==> src/video_pkg.sv <==
`default_nettype none

package video_pkg;

    localparam logic [9:0] H_ACTIVE = 10'd640;
    localparam logic [9:0] H_FRONT  = 10'd16;
    localparam logic [9:0] H_SYNC   = 10'd96;
    localparam logic [9:0] H_TOTAL  = 10'd800;

    localparam logic [9:0] V_ACTIVE = 10'd480;
    localparam logic [9:0] V_FRONT  = 10'd10;
    localparam logic [9:0] V_SYNC   = 10'd2;
    localparam logic [9:0] V_TOTAL  = 10'd525;

    // Each tile holds an 80x60 image at double scale
    localparam logic [9:0] TILE_W = 10'd160;
    localparam logic [9:0] TILE_H = 10'd120;
    localparam logic [9:0] IMG_H  = 10'd60;

    typedef logic [11:0] rgb_t;

    localparam rgb_t WHITE = 12'hFFF;

    localparam rgb_t PALETTE [0:7] = '{
        12'hF00, 12'h0F0, 12'h00F, 12'hFF0,
        12'h0FF, 12'hF0F, 12'hF80, 12'h888
    };

    typedef struct packed {
        logic [1:0] row;
        logic [1:0] col;
    } tile_rc_t;

    typedef union packed {
        logic [3:0] flat;
        tile_rc_t   rc;
    } tile_index_u;

endpackage

`default_nettype wire

==> src/game_pkg.sv <==
`default_nettype none

package game_pkg;

    typedef enum logic [1:0] {
        INIT   = 2'd0,
        SHOW   = 2'd1,
        GAME   = 2'd2,
        FINISH = 2'd3
    } game_state_t;

    localparam int NUM_TILES = 16;
    localparam logic [3:0] NUM_PAIRS = 4'd8;
    localparam int NUM_KEYS = 18;
    localparam int DEBOUNCE_LEN = 7;

    // 0 to 15 are tiles in row-major order
    typedef logic [4:0] key_num_t;
    localparam key_num_t KEY_SHIFT = 5'd16;
    localparam key_num_t KEY_ENTER = 5'd17;
    localparam key_num_t KEY_NONE  = 5'd31;

    // Set 2 make codes, indexed by key number
    localparam logic [8:0] SCAN_CODES [0:NUM_KEYS-1] = '{
        9'h016, 9'h01E, 9'h026, 9'h025,
        9'h015, 9'h01D, 9'h024, 9'h02D,
        9'h01C, 9'h01B, 9'h023, 9'h02B,
        9'h01A, 9'h022, 9'h021, 9'h02A,
        9'h012, 9'h05A
    };

    // Tiles 0, 1, 13 and 14
    localparam logic [NUM_TILES-1:0] FLIP_AT_START = 16'h6003;

endpackage

`default_nettype wire
==> src/match_ifs.sv <==
`timescale 1ns/1ps
`default_nettype none

// Last two keys seen by the tracker and whether each is still down
interface key_if import game_pkg::*; ();
    key_num_t last_key;
    key_num_t prev_key;
    logic     last_held;
    logic     prev_held;

    modport source (output last_key, prev_key, last_held, prev_held);
    modport sink (input last_key, prev_key, last_held, prev_held);
endinterface

// Per-tile board state as seen by the display
interface board_if import game_pkg::*; ();
    logic [NUM_TILES-1:0] show;
    logic [NUM_TILES-1:0] good;
    logic [NUM_TILES-1:0] flip;
    logic                 hint_active;
    logic                 ready;

    modport source (output show, good, flip, hint_active, ready);
    modport sink (input show, good, flip, hint_active);
endinterface

`default_nettype wire

==> src/memory_game_top.sv <==
`timescale 1ns/1ps
`default_nettype none

module memory_game_top import game_pkg::*; (
    input  logic        clk,
    input  logic        rst,
    input  logic        start_i,
    input  logic        hint_i,
    input  logic        key_make_i,
    input  logic        key_break_i,
    input  logic [8:0]  key_code_i,
    output logic [3:0]  red_o,
    output logic [3:0]  green_o,
    output logic [3:0]  blue_o,
    output logic        hsync_o,
    output logic        vsync_o,
    output logic        ready_o,
    output game_state_t state_o,
    output logic        pass_o
);
    logic       start_pulse;
    logic [9:0] h_pos;
    logic [9:0] v_pos;
    logic       active;

    key_if   keys ();
    board_if board ();

    start_button i_start (
        .clk      (clk),
        .rst      (rst),
        .button_i (start_i),
        .press_o  (start_pulse)
    );

    key_tracker i_keys (
        .clk     (clk),
        .rst     (rst),
        .make_i  (key_make_i),
        .break_i (key_break_i),
        .code_i  (key_code_i),
        .keys    (keys.source)
    );

    match_controller i_ctrl (
        .clk     (clk),
        .rst     (rst),
        .start_i (start_pulse),
        .hint_i  (hint_i),
        .keys    (keys.sink),
        .board   (board.source),
        .state_o (state_o),
        .pass_o  (pass_o)
    );

    vga_timing i_vga (
        .clk      (clk),
        .rst      (rst),
        .h_pos_o  (h_pos),
        .v_pos_o  (v_pos),
        .active_o (active),
        .hsync_o  (hsync_o),
        .vsync_o  (vsync_o)
    );

    tile_renderer i_render (
        .h_pos_i  (h_pos),
        .v_pos_i  (v_pos),
        .active_i (active),
        .board    (board.sink),
        .red_o    (red_o),
        .green_o  (green_o),
        .blue_o   (blue_o)
    );

    assign ready_o = board.ready;

endmodule

`default_nettype wire

==> src/tile_renderer.sv <==
`timescale 1ns/1ps
`default_nettype none

module tile_renderer import video_pkg::*; (
    input  logic [9:0] h_pos_i,
    input  logic [9:0] v_pos_i,
    input  logic       active_i,
    board_if.sink      board,
    output logic [3:0] red_o,
    output logic [3:0] green_o,
    output logic [3:0] blue_o
);
    tile_index_u tile;
    logic [9:0]  row_full;
    logic [9:0]  col_full;
    logic [9:0]  y_in_tile;
    logic [9:0]  img_y;
    logic [9:0]  art_y;
    logic        visible;
    rgb_t        pixel;

    assign row_full  = v_pos_i / TILE_H;
    assign col_full  = h_pos_i / TILE_W;
    assign y_in_tile = v_pos_i % TILE_H;
    assign img_y     = y_in_tile >> 1;

    always_comb begin
        tile.rc.row = row_full[1:0];
        tile.rc.col = col_full[1:0];
    end

    // Hint shows every image upright
    assign art_y = (board.flip[tile.flat] && !board.hint_active) ? IMG_H - 10'd1 - img_y : img_y;

    // Colour on top, white below, so a flip is visible
    assign pixel = (art_y < (IMG_H >> 1)) ? PALETTE[tile.flat[2:0]] : WHITE;

    assign visible = board.show[tile.flat] || board.good[tile.flat] || board.hint_active;

    assign {red_o, green_o, blue_o} = (active_i && visible) ? pixel : rgb_t'(0);

endmodule

`default_nettype wire

==> src/vga_timing.sv <==
`timescale 1ns/1ps
`default_nettype none

module vga_timing import video_pkg::*; (
    input  logic       clk,
    input  logic       rst,
    output logic [9:0] h_pos_o,
    output logic [9:0] v_pos_o,
    output logic       active_o,
    output logic       hsync_o,
    output logic       vsync_o
);
    logic [9:0] h_cnt;
    logic [9:0] v_cnt;
    logic       h_end;

    assign h_end = (h_cnt == H_TOTAL - 10'd1);

    always_ff @(posedge clk or posedge rst) begin
        if (rst) begin
            h_cnt <= '0;
            v_cnt <= '0;
        end else begin
            h_cnt <= h_end ? 10'd0 : h_cnt + 10'd1;
            if (h_end) begin
                v_cnt <= (v_cnt == V_TOTAL - 10'd1) ? 10'd0 : v_cnt + 10'd1;
            end
        end
    end

    // Sync pulses start one count early to line up with the registered output
    always_ff @(posedge clk or posedge rst) begin
        if (rst) begin
            hsync_o <= 1'b1;
            vsync_o <= 1'b1;
        end else begin
            hsync_o <= !((h_cnt >= H_ACTIVE + H_FRONT - 10'd1) &&
                         (h_cnt < H_ACTIVE + H_FRONT + H_SYNC - 10'd1));
            vsync_o <= !((v_cnt >= V_ACTIVE + V_FRONT - 10'd1) &&
                         (v_cnt < V_ACTIVE + V_FRONT + V_SYNC - 10'd1));
        end
    end

    assign active_o = (h_cnt < H_ACTIVE) && (v_cnt < V_ACTIVE);
    assign h_pos_o  = (h_cnt < H_ACTIVE) ? h_cnt : 10'd0;
    assign v_pos_o  = (v_cnt < V_ACTIVE) ? v_cnt : 10'd0;

endmodule

`default_nettype wire

==> src/match_controller.sv <==
`timescale 1ns/1ps
`default_nettype none

module match_controller import game_pkg::*; (
    input  logic        clk,
    input  logic        rst,
    input  logic        start_i,
    input  logic        hint_i,
    key_if.sink         keys,
    board_if.source     board,
    output game_state_t state_o,
    output logic        pass_o
);
    game_state_t state;
    game_state_t next_state;
    logic [3:0]  match_cnt;
    logic        done;
    logic        both_held;
    logic        enter_held;
    logic        last_tile;
    logic        prev_tile;
    logic [3:0]  last_idx;
    logic [3:0]  prev_idx;
    logic        shift_pair;
    logic [3:0]  shift_idx;

    assign last_tile  = keys.last_key < KEY_SHIFT;
    assign prev_tile  = keys.prev_key < KEY_SHIFT;
    assign last_idx   = keys.last_key[3:0];
    assign prev_idx   = keys.prev_key[3:0];
    assign both_held  = keys.last_held && keys.prev_held && (keys.last_key != keys.prev_key);
    assign enter_held = (keys.last_held && keys.last_key == KEY_ENTER) ||
                        (keys.prev_held && keys.prev_key == KEY_ENTER);
    assign shift_pair = (keys.last_key == KEY_SHIFT && prev_tile) ||
                        (keys.prev_key == KEY_SHIFT && last_tile);
    assign shift_idx  = (keys.last_key == KEY_SHIFT) ? prev_idx : last_idx;

    assign board.hint_active = hint_i && (state == GAME);
    assign state_o = state;

    always_comb begin
        next_state = state;
        case (state)
            INIT:   if (start_i) next_state = SHOW;
            SHOW:   if (start_i) next_state = GAME;
            GAME:   if (done) next_state = FINISH;
            FINISH: if (start_i) next_state = INIT;
            default: next_state = INIT;
        endcase
    end

    always_ff @(posedge clk or posedge rst) begin
        if (rst) begin
            state       <= INIT;
            pass_o      <= 1'b0;
            board.show  <= '0;
            board.good  <= '0;
            board.flip  <= '0;
            board.ready <= 1'b1;
            match_cnt   <= '0;
            done        <= 1'b0;
        end else begin
            state  <= next_state;
            pass_o <= (state == FINISH) && (next_state == FINISH);
            case (state)
                INIT: begin
                    board.show  <= '0;
                    board.good  <= '0;
                    board.flip  <= '0;
                    board.ready <= 1'b1;
                    match_cnt   <= '0;
                    done        <= 1'b0;
                end
                SHOW: begin
                    // Everything face up until the player starts
                    board.show  <= start_i ? '0 : '1;
                    board.good  <= '0;
                    board.flip  <= FLIP_AT_START;
                    board.ready <= 1'b1;
                end
                GAME: begin
                    if (!hint_i) begin
                        if (enter_held && !board.ready) begin
                            board.show  <= board.show & board.good;
                            board.ready <= 1'b1;
                            if (match_cnt == NUM_PAIRS) begin
                                done <= 1'b1;
                            end
                        end else if (both_held && board.ready && shift_pair) begin
                            if (!board.good[shift_idx]) begin
                                board.flip[shift_idx] <= !board.flip[shift_idx];
                                board.show[shift_idx] <= 1'b1;
                                board.ready           <= 1'b0;
                            end
                        end else if (both_held && board.ready && last_tile && prev_tile &&
                                     !board.good[last_idx] && !board.good[prev_idx]) begin
                            board.show[last_idx] <= 1'b1;
                            board.show[prev_idx] <= 1'b1;
                            board.ready          <= 1'b0;
                            // Image is tile index mod 8
                            if (last_idx[2:0] == prev_idx[2:0] &&
                                !board.flip[last_idx] && !board.flip[prev_idx]) begin
                                board.good[last_idx] <= 1'b1;
                                board.good[prev_idx] <= 1'b1;
                                match_cnt            <= match_cnt + 4'd1;
                            end
                        end
                    end
                end
                FINISH: begin
                    board.show  <= '1;
                    board.good  <= '1;
                    board.ready <= 1'b1;
                end
                default: board.ready <= 1'b1;
            endcase
        end
    end

endmodule

`default_nettype wire

==> src/key_tracker.sv <==
`timescale 1ns/1ps
`default_nettype none

module key_tracker import game_pkg::*; (
    input  logic       clk,
    input  logic       rst,
    input  logic       make_i,
    input  logic       break_i,
    input  logic [8:0] code_i,
    key_if.source      keys
);
    logic [NUM_KEYS-1:0] held;
    key_num_t            code_key;

    function automatic logic held_flag(input logic [NUM_KEYS-1:0] flags, input key_num_t key);
        return (key < NUM_KEYS) ? flags[key] : 1'b0;
    endfunction

    // Scan code to key number
    always_comb begin
        code_key = KEY_NONE;
        for (int k = 0; k < NUM_KEYS; k++) begin
            if (code_i == SCAN_CODES[k]) begin
                code_key = key_num_t'(k);
            end
        end
    end

    always_ff @(posedge clk or posedge rst) begin
        if (rst) begin
            held          <= '0;
            keys.last_key <= KEY_NONE;
            keys.prev_key <= KEY_NONE;
        end else if (make_i && code_key != KEY_NONE) begin
            held[code_key] <= 1'b1;
            // Typematic repeats of the last key keep the pair intact
            if (code_key != keys.last_key) begin
                keys.prev_key <= keys.last_key;
                keys.last_key <= code_key;
            end
        end else if (break_i && code_key != KEY_NONE) begin
            held[code_key] <= 1'b0;
        end
    end

    assign keys.last_held = held_flag(held, keys.last_key);
    assign keys.prev_held = held_flag(held, keys.prev_key);

endmodule

`default_nettype wire

==> src/start_button.sv <==
`timescale 1ns/1ps
`default_nettype none

module start_button import game_pkg::*; (
    input  logic clk,
    input  logic rst,
    input  logic button_i,
    output logic press_o
);
    logic [DEBOUNCE_LEN-1:0] shift_q;
    logic                    stable;
    logic                    stable_q;

    // Pressed only once every stage agrees
    assign stable = &shift_q;

    always_ff @(posedge clk or posedge rst) begin
        if (rst) begin
            shift_q  <= '0;
            stable_q <= 1'b0;
            press_o  <= 1'b0;
        end else begin
            shift_q  <= {shift_q[DEBOUNCE_LEN-2:0], button_i};
            stable_q <= stable;
            press_o  <= stable && !stable_q;
        end
    end

endmodule

`default_nettype wire

==> config.mk <==
export PLATFORM = sky130hd
export DESIGN_NAME = memory_game_top
export DESIGN_NICKNAME = d
export VERILOG_FILES = /design/src/video_pkg.sv /design/src/game_pkg.sv /design/src/match_ifs.sv /design/src/memory_game_top.sv /design/src/tile_renderer.sv /design/src/vga_timing.sv /design/src/match_controller.sv /design/src/key_tracker.sv /design/src/start_button.sv
export SDC_FILE = /design/constraint.sdc
export NUM_CORES = 1
export LEC_CHECK = 0
export ABC_AREA = 1
export BUFFER_PORTS_ARGS = -buffer_cell sky130_fd_sc_hd__buf_2
export CAP_MARGIN = 40
export CORE_ASPECT_RATIO = 1.75
export CORE_MARGIN = 1
export CORE_UTILIZATION = 50
export CTS_CLUSTER_DIAMETER = 100
export CTS_CLUSTER_SIZE = 20
export DETAILED_ROUTE_END_ITERATION = 10
export MAX_ROUTING_LAYER = met4
export PLACE_DENSITY = 0.64
export RECOVER_POWER = 100
export SKIP_CTS_REPAIR_TIMING = 1
export SKIP_LAST_GASP = 1
export SLEW_MARGIN = 10
export SYNTH_ARGS = -nofsm -noshare
export SYNTH_HDL_FRONTEND = slang
export SYNTH_SLANG_ARGS = --single-unit
export TNS_END_PERCENT = 5
==> constraint.sdc <==
create_clock -name clk -period 5.98 [get_ports clk]
set_input_delay 1.794 -clock clk [delete_from_list [all_inputs] [get_ports clk]]
set_output_delay 1.794 -clock clk [all_outputs]
set_load 0.03 [all_outputs]
* Yosys cells after proc, flatten, opt, wreduce, memory -nomap -nowiden *
Memory sizes are Yosys's and may differ from the RTL's.
Index checks and enable logic that the tools add are counted.

cells by class
  $add $sub $neg = 4
  divide/modulo/power cells = 3
  order comparisons = 23
  eq/ne operators = 44
  muxes and demuxes = 102
  bitwise logic cells = 10
  reductions and logical operators = 56

operator list
  cell                   count
  $mux 16                15
  $pmux 16 s3            2
  $mux 5                 18
  $eq 9x6->1 const B     9
  $or 16x16->16          5
  $eq 9x5->1 const B     8
  $pmux 16 s4            1
  $mux 10                5
  $mux 12                4
  $bmux 1 s4             9
  $mux 18                2
  $logic_and 1x1->1      29
  $mux 1                 25
  $mux 4                 6
  $add 10x1->10 const B  2
  $eq 10x10->1 const B   2
  $eq 5x5->1 const B     4
  $lt 10x10->1 const B   2
  $lt 10x9->1 const B    2
  $lt 4x5->1 const B     4
  $lt 5x5->1 const B     4
  $and 18x18->18         1
  $lt 5x6->1 const B     3
  $ne 2x2->1 const B     9
  44 further kinds       71

storage, ports and cells
  bits in registers = 116
  bits in read-only memories = 96
  word-level logic and storage cells = 261
  memories = 1

memory list
  name             words  width  rd ports  clocked after Yosys merged registers in  wr ports  RTL line             RTL
  (no name shown)  8      12     1         0                                        0         tile_renderer.sv:36  assign pixel = (art_y < (IMG_H >> 1)) ? PALETTE[tile.flat[2:0]] : WHITE;

* Logic depth before layout (Yosys ltp) *
Gate-level depths: netlist of the first run.

  depth in word-level cells = 27
  depth in mapped cells = 21
  mapped depth without buffers = 19

* Modules after synthesis *
Synthesis of the first run repeated with hierarchy kept, for this count alone.

second synthesis, totals
  cell total of the unflattened synthesis = 1499
  area, all modules = 9774.4 um2

by module, submodules not included
  module            instances  cells an instance  area each (um2)
  match_controller  1          758                4798.4
  key_tracker       1          304                2124.5
  vga_timing        1          191                1395.1
  tile_renderer     1          227                1191.1
  start_button      1          19                 265.3

* Worst setup path after synthesis of the first run *
No wires, ideal clock.

  kind = input to output
  start point = input hint_i
  end point = output blue_o[1]
  data arrival time = 2.842 ns
  data required time = 4.186 ns
  setup slack = 1.344 ns
  stages = 8
  path buffers = 1
  cells stage by stage = nand2_1 nand3_1 nand2_1 nand3_1 nand3_1 nand2_1 inv_1 buf_4

between the ends
  longest elaborated chain between the ends = 7

RTL lines
  item                   RTL line                RTL
  start, declared        memory_game_top.sv:8    input logic hint_i,
  $logic_and 1x1->1 (*)  match_controller.sv:38  assign board.hint_active = hint_i && (state == GAME);
  $logic_not 1->1        tile_renderer.sv:33     assign art_y = (board.flip[tile.flat] && !board.hint_active) ? IMG_H - 10'd1 - img_y : img_y;
  $logic_and 1x1->1      tile_renderer.sv:33
  $mux 10                tile_renderer.sv:33
  $lt 10x5->1            tile_renderer.sv:36
  $mux 12                tile_renderer.sv:36
  $mux 12 (*)            tile_renderer.sv:40     assign {red_o, green_o, blue_o} = (active_i && visible) ? pixel : rgb_t'(0);
  end, declared          memory_game_top.sv:14   output logic [3:0] blue_o,

Mark *: on every way between the ends. The rest lies on a longest branch, timed or not.

* Final worst setup path of the first run *
  start point = register i_keys.keys.last_key[1]
  end point = register i_ctrl.match_cnt[2]

between the ends
  longest elaborated chain between the ends = 12

RTL lines
  item                             RTL line                                        RTL
  start, declared                  match_ifs.sv:11                                 modport source (output last_key, prev_key, last_held, prev_held);
  start signal, assigned           key_tracker.sv:39                               keys.last_key <= code_key;
  $bmux 1 s5                       key_tracker.sv:16                               return (key < NUM_KEYS) ? flags[key] : 1'b0;
  $mux 1 (not written as such)     key_tracker.sv:16
  $mux 1                           key_tracker.sv:16
  $logic_and 1x1->1 (2 in series)  match_controller.sv:31                          assign both_held = keys.last_held && keys.prev_held && (keys.last_key != keys.prev_key);
  $logic_and 1x1->1                match_controller.sv:89, match_controller.sv:95
  $logic_and 1x1->1 (3 in series)  match_controller.sv:95                          end else if (both_held && board.ready && last_tile && prev_tile &&
  $logic_and 1x1->1                match_controller.sv:96                          !board.good[last_idx] && !board.good[prev_idx]) begin
  $ne 2x2->1 (no line)             n/a
  $reduce_and 6->1 (no line) (*)   n/a
  end signal, assigned             match_controller.sv:105                         match_cnt <= match_cnt + 4'd1;
  end, declared                    match_controller.sv:16                          logic [3:0] match_cnt;

Mark *: on every way between the ends. The rest lies on a longest branch, timed or not. The select of a mux whose other input is x is not followed.
A chain may end at the register's enable or synchronous reset.

==> results.sh, run 1 <==
export IMPL_outcome="finished with violations"
export IMPL_violations="capacitance limit, slew limit"
export IMPL_min_period_ns=5.64
export IMPL_drtPass1Iterations=5
export IMPL_synthMuxAreaShare_pct=0.229
export IMPL_grt_pass1_wl_um=45400
export IMPL_grt_overflow=0
export IMPL_ios=33
export IMPL_tritoncts="done"
export IMPL_cp_arrival_ns=5.97
export IMPL_crit_type="flop to flop"
export IMPL_core_area_um2=17000
export IMPL_hold_slack_ns=0.374
export IMPL_start_util_pct=51.4
export IMPL_async_reset_ff_share_pct=100
export IMPL_grt_max_degree=63
export IMPL_routed_wirelength_um=28800
export IMPL_ant_nets=0
export IMPL_synthFlopType="dfrtp_1"
export IMPL_clock_sinks=116
export IMPL_ys_types=53
export IMPL_synth_fa_ha_area_share_pct=2.58
export IMPL_seq_area_um2=2920
export IMPL_grt_pass1_vias=8754
export IMPL_netlist_area_um2=8740
export IMPL_hold_viol_final=0
export IMPL_syn_to_final_growth_pct=7.80
export IMPL_powerDensity_nw_per_um2=288
export IMPL_rsz0062_at_grt="false"
export IMPL_yosys_warnings=0
export IMPL_avgSynthCellArea_um2=6.81
export IMPL_place_ws_ns=1.16
export IMPL_routabilityCongestion=1.04
export IMPL_synthCells=1284
export IMPL_slew_headroom_pct=-78.4
export IMPL_min_from="i_start.shift_q[5]$_DFF_PP0_"
export IMPL_yosysTopAreaCellShare_pct=29.5
export IMPL_synth_simple_gate_area_share_pct=33.3
export IMPL_crit_path_end_kind="flop"
export IMPL_cp_required_ns=6.32
export IMPL_drive_gt1_share_pct=8.47
export IMPL_synthXorXnorAreaFrac_pct=1.30
export IMPL_cts_root_buffer="clkbuf_16"
export IMPL_cts_max_path_buffers=2
export IMPL_dieArea_um2=18000
export IMPL_final_period_utilization_pct=94.2
export IMPL_synth_compound_area_share_pct=17.6
export IMPL_postPlaceCellArea_um2=8960
export IMPL_final_cells=1537
export IMPL_setup_ws_ns=0.345
export IMPL_synth_edf_count=0
export IMPL_setup_tns_ns=0
export IMPL_ir_worst_vdd_mv=0.310
export IMPL_drt_iter0_drc=812
export IMPL_core_rowCount=63
export IMPL_synth_area_top_cells="dfrtp_1 (29%), nand2_1 (14%), inv_1 (7.2%)"
export IMPL_die_w_um=102
export IMPL_ys_seq_area_share_pct=33.4
export IMPL_leakagePower_nw=4.47
export IMPL_final_area_um2=9430
export IMPL_fin_skew_ns=0.00799
export IMPL_drc=0
export IMPL_finalMaxSlewViolations=169
export IMPL_layout_nets=1330
export IMPL_start_kind="flop"
export IMPL_ys_seq_elements=116
export IMPL_io_buffers=32
export IMPL_drv_cap=4
export IMPL_path_clk_slew_ns=0.06
export IMPL_syn_num_nets=1317
export IMPL_antenna_cells=0
export IMPL_grt_use_total_pct=34.6
export IMPL_r2r_start="i_keys.keys.last_key[1]$_DFFE_PP1P_"
export IMPL_multi_input_area_um2=4780
export IMPL_wire_per_inst_um=18.7
export IMPL_clock_latency_ns=0.43
export IMPL_hp_class="flop to flop"
export IMPL_max_clock_freq_ghz=0.177
export IMPL_n_fill_cell=1751
export IMPL_antenna_found_initial=0
export IMPL_die_h_um=177
export IMPL_synth_top_cell_by_area="dfrtp_1"
export IMPL_synth_top_family_by_area="simple AND/OR/NAND/NOR gates"
export IMPL_numCtsBuffers=17
export IMPL_worst_pin_slew_ns=2.65
export IMPL_vias=9088
export IMPL_setup_viol=0
export IMPL_worstSetupStartpoint="i_keys.keys.last_key[1]$_DFFE_PP1P_"
export IMPL_placedCellCount=1505
export IMPL_routed_via_density=5.91
export IMPL_htree_levels=4
export IMPL_hpwl_um=21500
export IMPL_worst_path_max_fanout=19
[per-stage QoR]
stage	power (mW)	util [%]
after detailed placement	1.76	52.6
final	2.71	55.4
after floorplan	1.53	-
after global placement	1.76	52.6
after CTS	2.72	55.9
after global routing	2.83	55.4
[final cells by class]
cell class	instances	area share, %
clock inverter	15	1.31
sequential	116	31.0
timing repair buffer	42	2.12
multi-input combinational	935	50.7
inverter	185	7.41
tap	227	3.01
clock buffer	17	4.51
[critical path, cell delays in order, from the launching register on]
cell       delay [ns]
dfstp_1          0.93
inv_1            0.24
nand2_1          0.53
nor2_1           0.16
a21oi_2          0.15
o21ai_0          0.16
a2111oi_0        0.58
nand4_1          0.16
o21ai_0          2.02
nand2_2          0.29
o21ai_0          0.31
[power by group]
part           leakage, nW  switching, mW  internal [mW]
sequential            1.53         0.0840          0.839
combinational         2.68          0.615          0.217
clock                0.260          0.417          0.538
[final timing paths]
check | slack [ns] | to | cells past startpoint
setup / recovery | 0.34 | i_ctrl.match_cnt[2]$_DFFE_PP0P_ | 10
hold / removal | 0.37 | i_start.shift_q[6]$_DFF_PP0_ | 0
setup reg to reg | 0.34 | i_ctrl.match_cnt[2]$_DFFE_PP0P_ | 10
hold reg to reg | 0.37 | i_start.shift_q[6]$_DFF_PP0_ | 0
max in group asynchronous | 1.53 | i_ctrl.board.show[5]$_DFFE_PP0P_ | 3
min in group asynchronous | 1.99 | i_ctrl.board.flip[5]$_DFFE_PP0P_ | 2
[cell families after synthesis]
logic type,Yosys count
multiplexers,2
adder cells (fa/ha/maj),18
flip-flops,116
XOR/XNOR,13
buffers and inverters,233
AND/OR/NAND/NOR,656
AO/OA/AOI/OAI,246
[routing by layer]
metal	share of wire (%)	track usage, %
met4	7.7	27.1
met5	0	-
met1	36	34.8
met2	52	59.0
met3	4.7	4.70
[synth_stat cells (8+ instances only)]
cell type and n:
nor2_1 118, inv_2 16, nand2_2 9, dfrtp_1 103, buf_4 12, nand2_1 327
clkbuf_1 11, o221ai_1 15, xor2_1 13, nor4_1 12, a22oi_1 17, dfstp_2 13
o21ai_0 66, o31ai_1 8, ha_1 18, buf_2 12, inv_1 167, a21oi_1 59
o21ai_1 17, nand4_1 35, nand3_1 104, buf_6 10, o22ai_1 28, nor3_1 26
[placed cells by master, fill, tap and decap left out, types with 17 or more instances in the layout]
cell         n
nor3_1      26
nor2_1     119
clkbuf_16   17
nand4_1     35
dfrtp_1    103
nand3_1    104
o22ai_1     28
nand2_1    330
clkbuf_1    20
inv_1      168
a21oi_1     59
o21ai_0     79
a22oi_1     17
ha_1        18
Note: power is estimated with default switching activity, not from simulation.
==> run 2, diff against run 1 <==
PLACE_DENSITY = 0.63   (was 0.64)
SYNTH_HIERARCHICAL = 1   (was not set)
==> results.sh, run 2 <==
export IMPL_outcome="finished with violations"
export IMPL_violations="capacitance limit, slew limit"
export IMPL_netlist_area_um2=9730
export IMPL_antenna_cells=0
export IMPL_routabilityCongestion=1.07
export IMPL_cts_root_buffer="clkbuf_16"
export IMPL_seq_area_um2=2920
export IMPL_drt_iter0_drc=698
export IMPL_final_area_um2=10400
export IMPL_routed_via_density=5.68
export IMPL_numCtsBuffers=17
export IMPL_core_area_um2=19100
export IMPL_reg2reg_slack_ns=1.17
export IMPL_r2r_end="i_ctrl/board.show[7]$_DFFE_PP0P_"
export IMPL_clock_sinks=116
export IMPL_cp_arrival_ns=3.86
export IMPL_grt_pass1_wl_um=50200
export IMPL_dieArea_um2=20000
export IMPL_grt_use_total_pct=34.2
export IMPL_final_common_cell="nand2_1"
export IMPL_p_sw_mw=1.87
export IMPL_syn_num_nets=1519
export IMPL_wire_per_inst_um=18.3
export IMPL_postPlaceCellArea_um2=10000
export IMPL_crit_path_end_kind="output port"
export IMPL_ios=33
export IMPL_hold_slack_ns=0.365
export IMPL_fin_skew_ns=0.00936
export IMPL_setup_viol=0
export IMPL_final_period_utilization_pct=94.5
export IMPL_min_to="i_start/shift_q[3]$_DFF_PP0_"
export IMPL_path_clk_slew_ns=0.06
export IMPL_drtPass1Iterations=5
export IMPL_slew_headroom_pct=-14.2
export IMPL_r2r_start="i_keys/keys.last_key[0]$_DFFE_PP1P_"
export IMPL_fin_util_pct=54.5
export IMPL_placedCellCount=1724
export IMPL_grt_pass1_vias=9698
export IMPL_total_power_mw=3.97
export IMPL_core_rowCount=67
export IMPL_final_cells=1756
export IMPL_io_buffers=32
export IMPL_drv_cap=1
export IMPL_crit_type="flop to output port"
export IMPL_ir_worst_vdd_mv=0.238
export IMPL_syn_to_final_growth_pct=7.05
export IMPL_grt_overflow=0
export IMPL_holdPathStages=0
export IMPL_drc=0
export IMPL_multi_input_area_um2=5660
export IMPL_start_util_pct=50.9
export IMPL_hold_viol_final=0
export IMPL_die_h_um=187
export IMPL_avgSynthCellArea_um2=6.54
export IMPL_die_w_um=107
export IMPL_worst_path_max_fanout=10
export IMPL_cp_required_ns=4.19
export IMPL_vias=9966
export IMPL_hp_class="flop to flop"
export IMPL_ant_nets=0
export IMPL_synthCells=1487
export IMPL_hpwl_um=24300
export IMPL_grt_max_degree=34
export IMPL_start_kind="flop"
export IMPL_seqPwrFrac_pct=31.2
export IMPL_clock_latency_ns=0.43
export IMPL_worstRegToRegCells=17
export IMPL_combinationalPowerShare_pct=42.7
export IMPL_yosys_warnings=6
export IMPL_worst_pin_slew_ns=1.71
export IMPL_max_clock_freq_ghz=0.177
export IMPL_tritoncts="done"
export IMPL_antenna_found_initial=0
export IMPL_drive_gt1_share_pct=11.1
export IMPL_switching_share_pct=47.2
export IMPL_min_from="i_start/shift_q[2]$_DFF_PP0_"
export IMPL_p_int_mw=2.09
export IMPL_n_fill_cell=2042
export IMPL_final_cell_mix="nand2_1 (434), inv_1 (178), nand3_1 (138), nor2_1 (138), o21ai_0 (135)"
export IMPL_min_period_ns=5.65
export IMPL_rsz0062_at_grt="false"
export IMPL_layout_nets=1534
export IMPL_leakagePower_nw=5.14
export IMPL_cts_max_path_buffers=2
export IMPL_htree_levels=4
export IMPL_finalMaxSlewViolations=31
export IMPL_powerDensity_nw_per_um2=381
export IMPL_p_clk_share_pct=26.1
export IMPL_routed_wirelength_um=32200
[run 2: power by group through the flow]
stage / Sequential, mW / Combinational, mW / Clock, mW
detailed placement: 1.24 / 1.71 / 0
floorplan: 1.12 / 1.35 / 0
global route: 1.26 / 1.87 / 1.09
finish: 1.24 / 1.69 / 1.04
CTS: 1.23 / 1.72 / 1.05
global placement: 1.24 / 1.70 / 0
[run 2: how the worst max path moves through the flow]
| stage | startpoint | to | slack (ns) | cells past startpoint |
|---|---|---|---|---|
| after floorplan | i_vga/v_cnt[6]$_DFFE_PP0N_ | green_o[1] | 1.0 | 27 |
| after global placement | i_vga/h_cnt[8]$_DFF_PP0_ | red_o[0] | 0.65 | 26 |
| after detailed placement | i_vga/h_cnt[7]$_DFF_PP0_ | red_o[1] | 0.46 | 27 |
| after CTS | i_vga/h_cnt[7]$_DFF_PP0_ | red_o[1] | -0.02 | 27 |
| after global routing | i_vga/v_cnt[6]$_DFFE_PP0N_ | green_o[0] | 0.02 | 27 |
| final | i_vga/v_cnt[6]$_DFFE_PP0N_ | green_o[0] | 0.33 | 24 |
[run 2: critical path, stage by stage, from the launching register on]
cell and delay [ns]:
dfrtp_1 0.46, nand2_1 0.12, nor3_1 0.06, nor2_1 0.15, inv_2 0.11, nor2_1 0.35, nand4_1 0.25, nand2_1 0.12
nand2_1 0.09, a21oi_4 0.22, nand2_4 0.13, nand2_2 0.08, nand2_2 0.05, nor2_2 0.14, nand2_4 0.11, nand2_8 0.10
nand2_2 0.06, nand3_2 0.09, nand3_4 0.08, nand2_1 0.08, nand3b_2 0.13, nand3_1 0.10, nand2_1 0.05, inv_1 0.08
clkbuf_2 0.21
[run 2: through the flow]
stage	setup WS, ns	TNS, ns
final	0.328	0
after global routing	0.0210	0
after CTS	-0.0197	-0.105
after detailed placement	0.460	0
after global placement	0.649	0
after floorplan	0.995	0
[run 2: routing by layer]
layer	global-route usage, %	wire length [um]
met1	32.0	11300
met2	61.6	17200
met3	4.09	1140
met4	26.9	2550
met5	-	0
[run 2: final cells by class]
class                   count  share of cell area, %
multi-input cells        1128                   54.4
flip-flops and latches    116                   28.0
inverters                 202                   7.33
clock buffers              20                   4.48
well taps                 241                   2.90
repair buffers             37                   1.66
clock inverters            12                   1.23
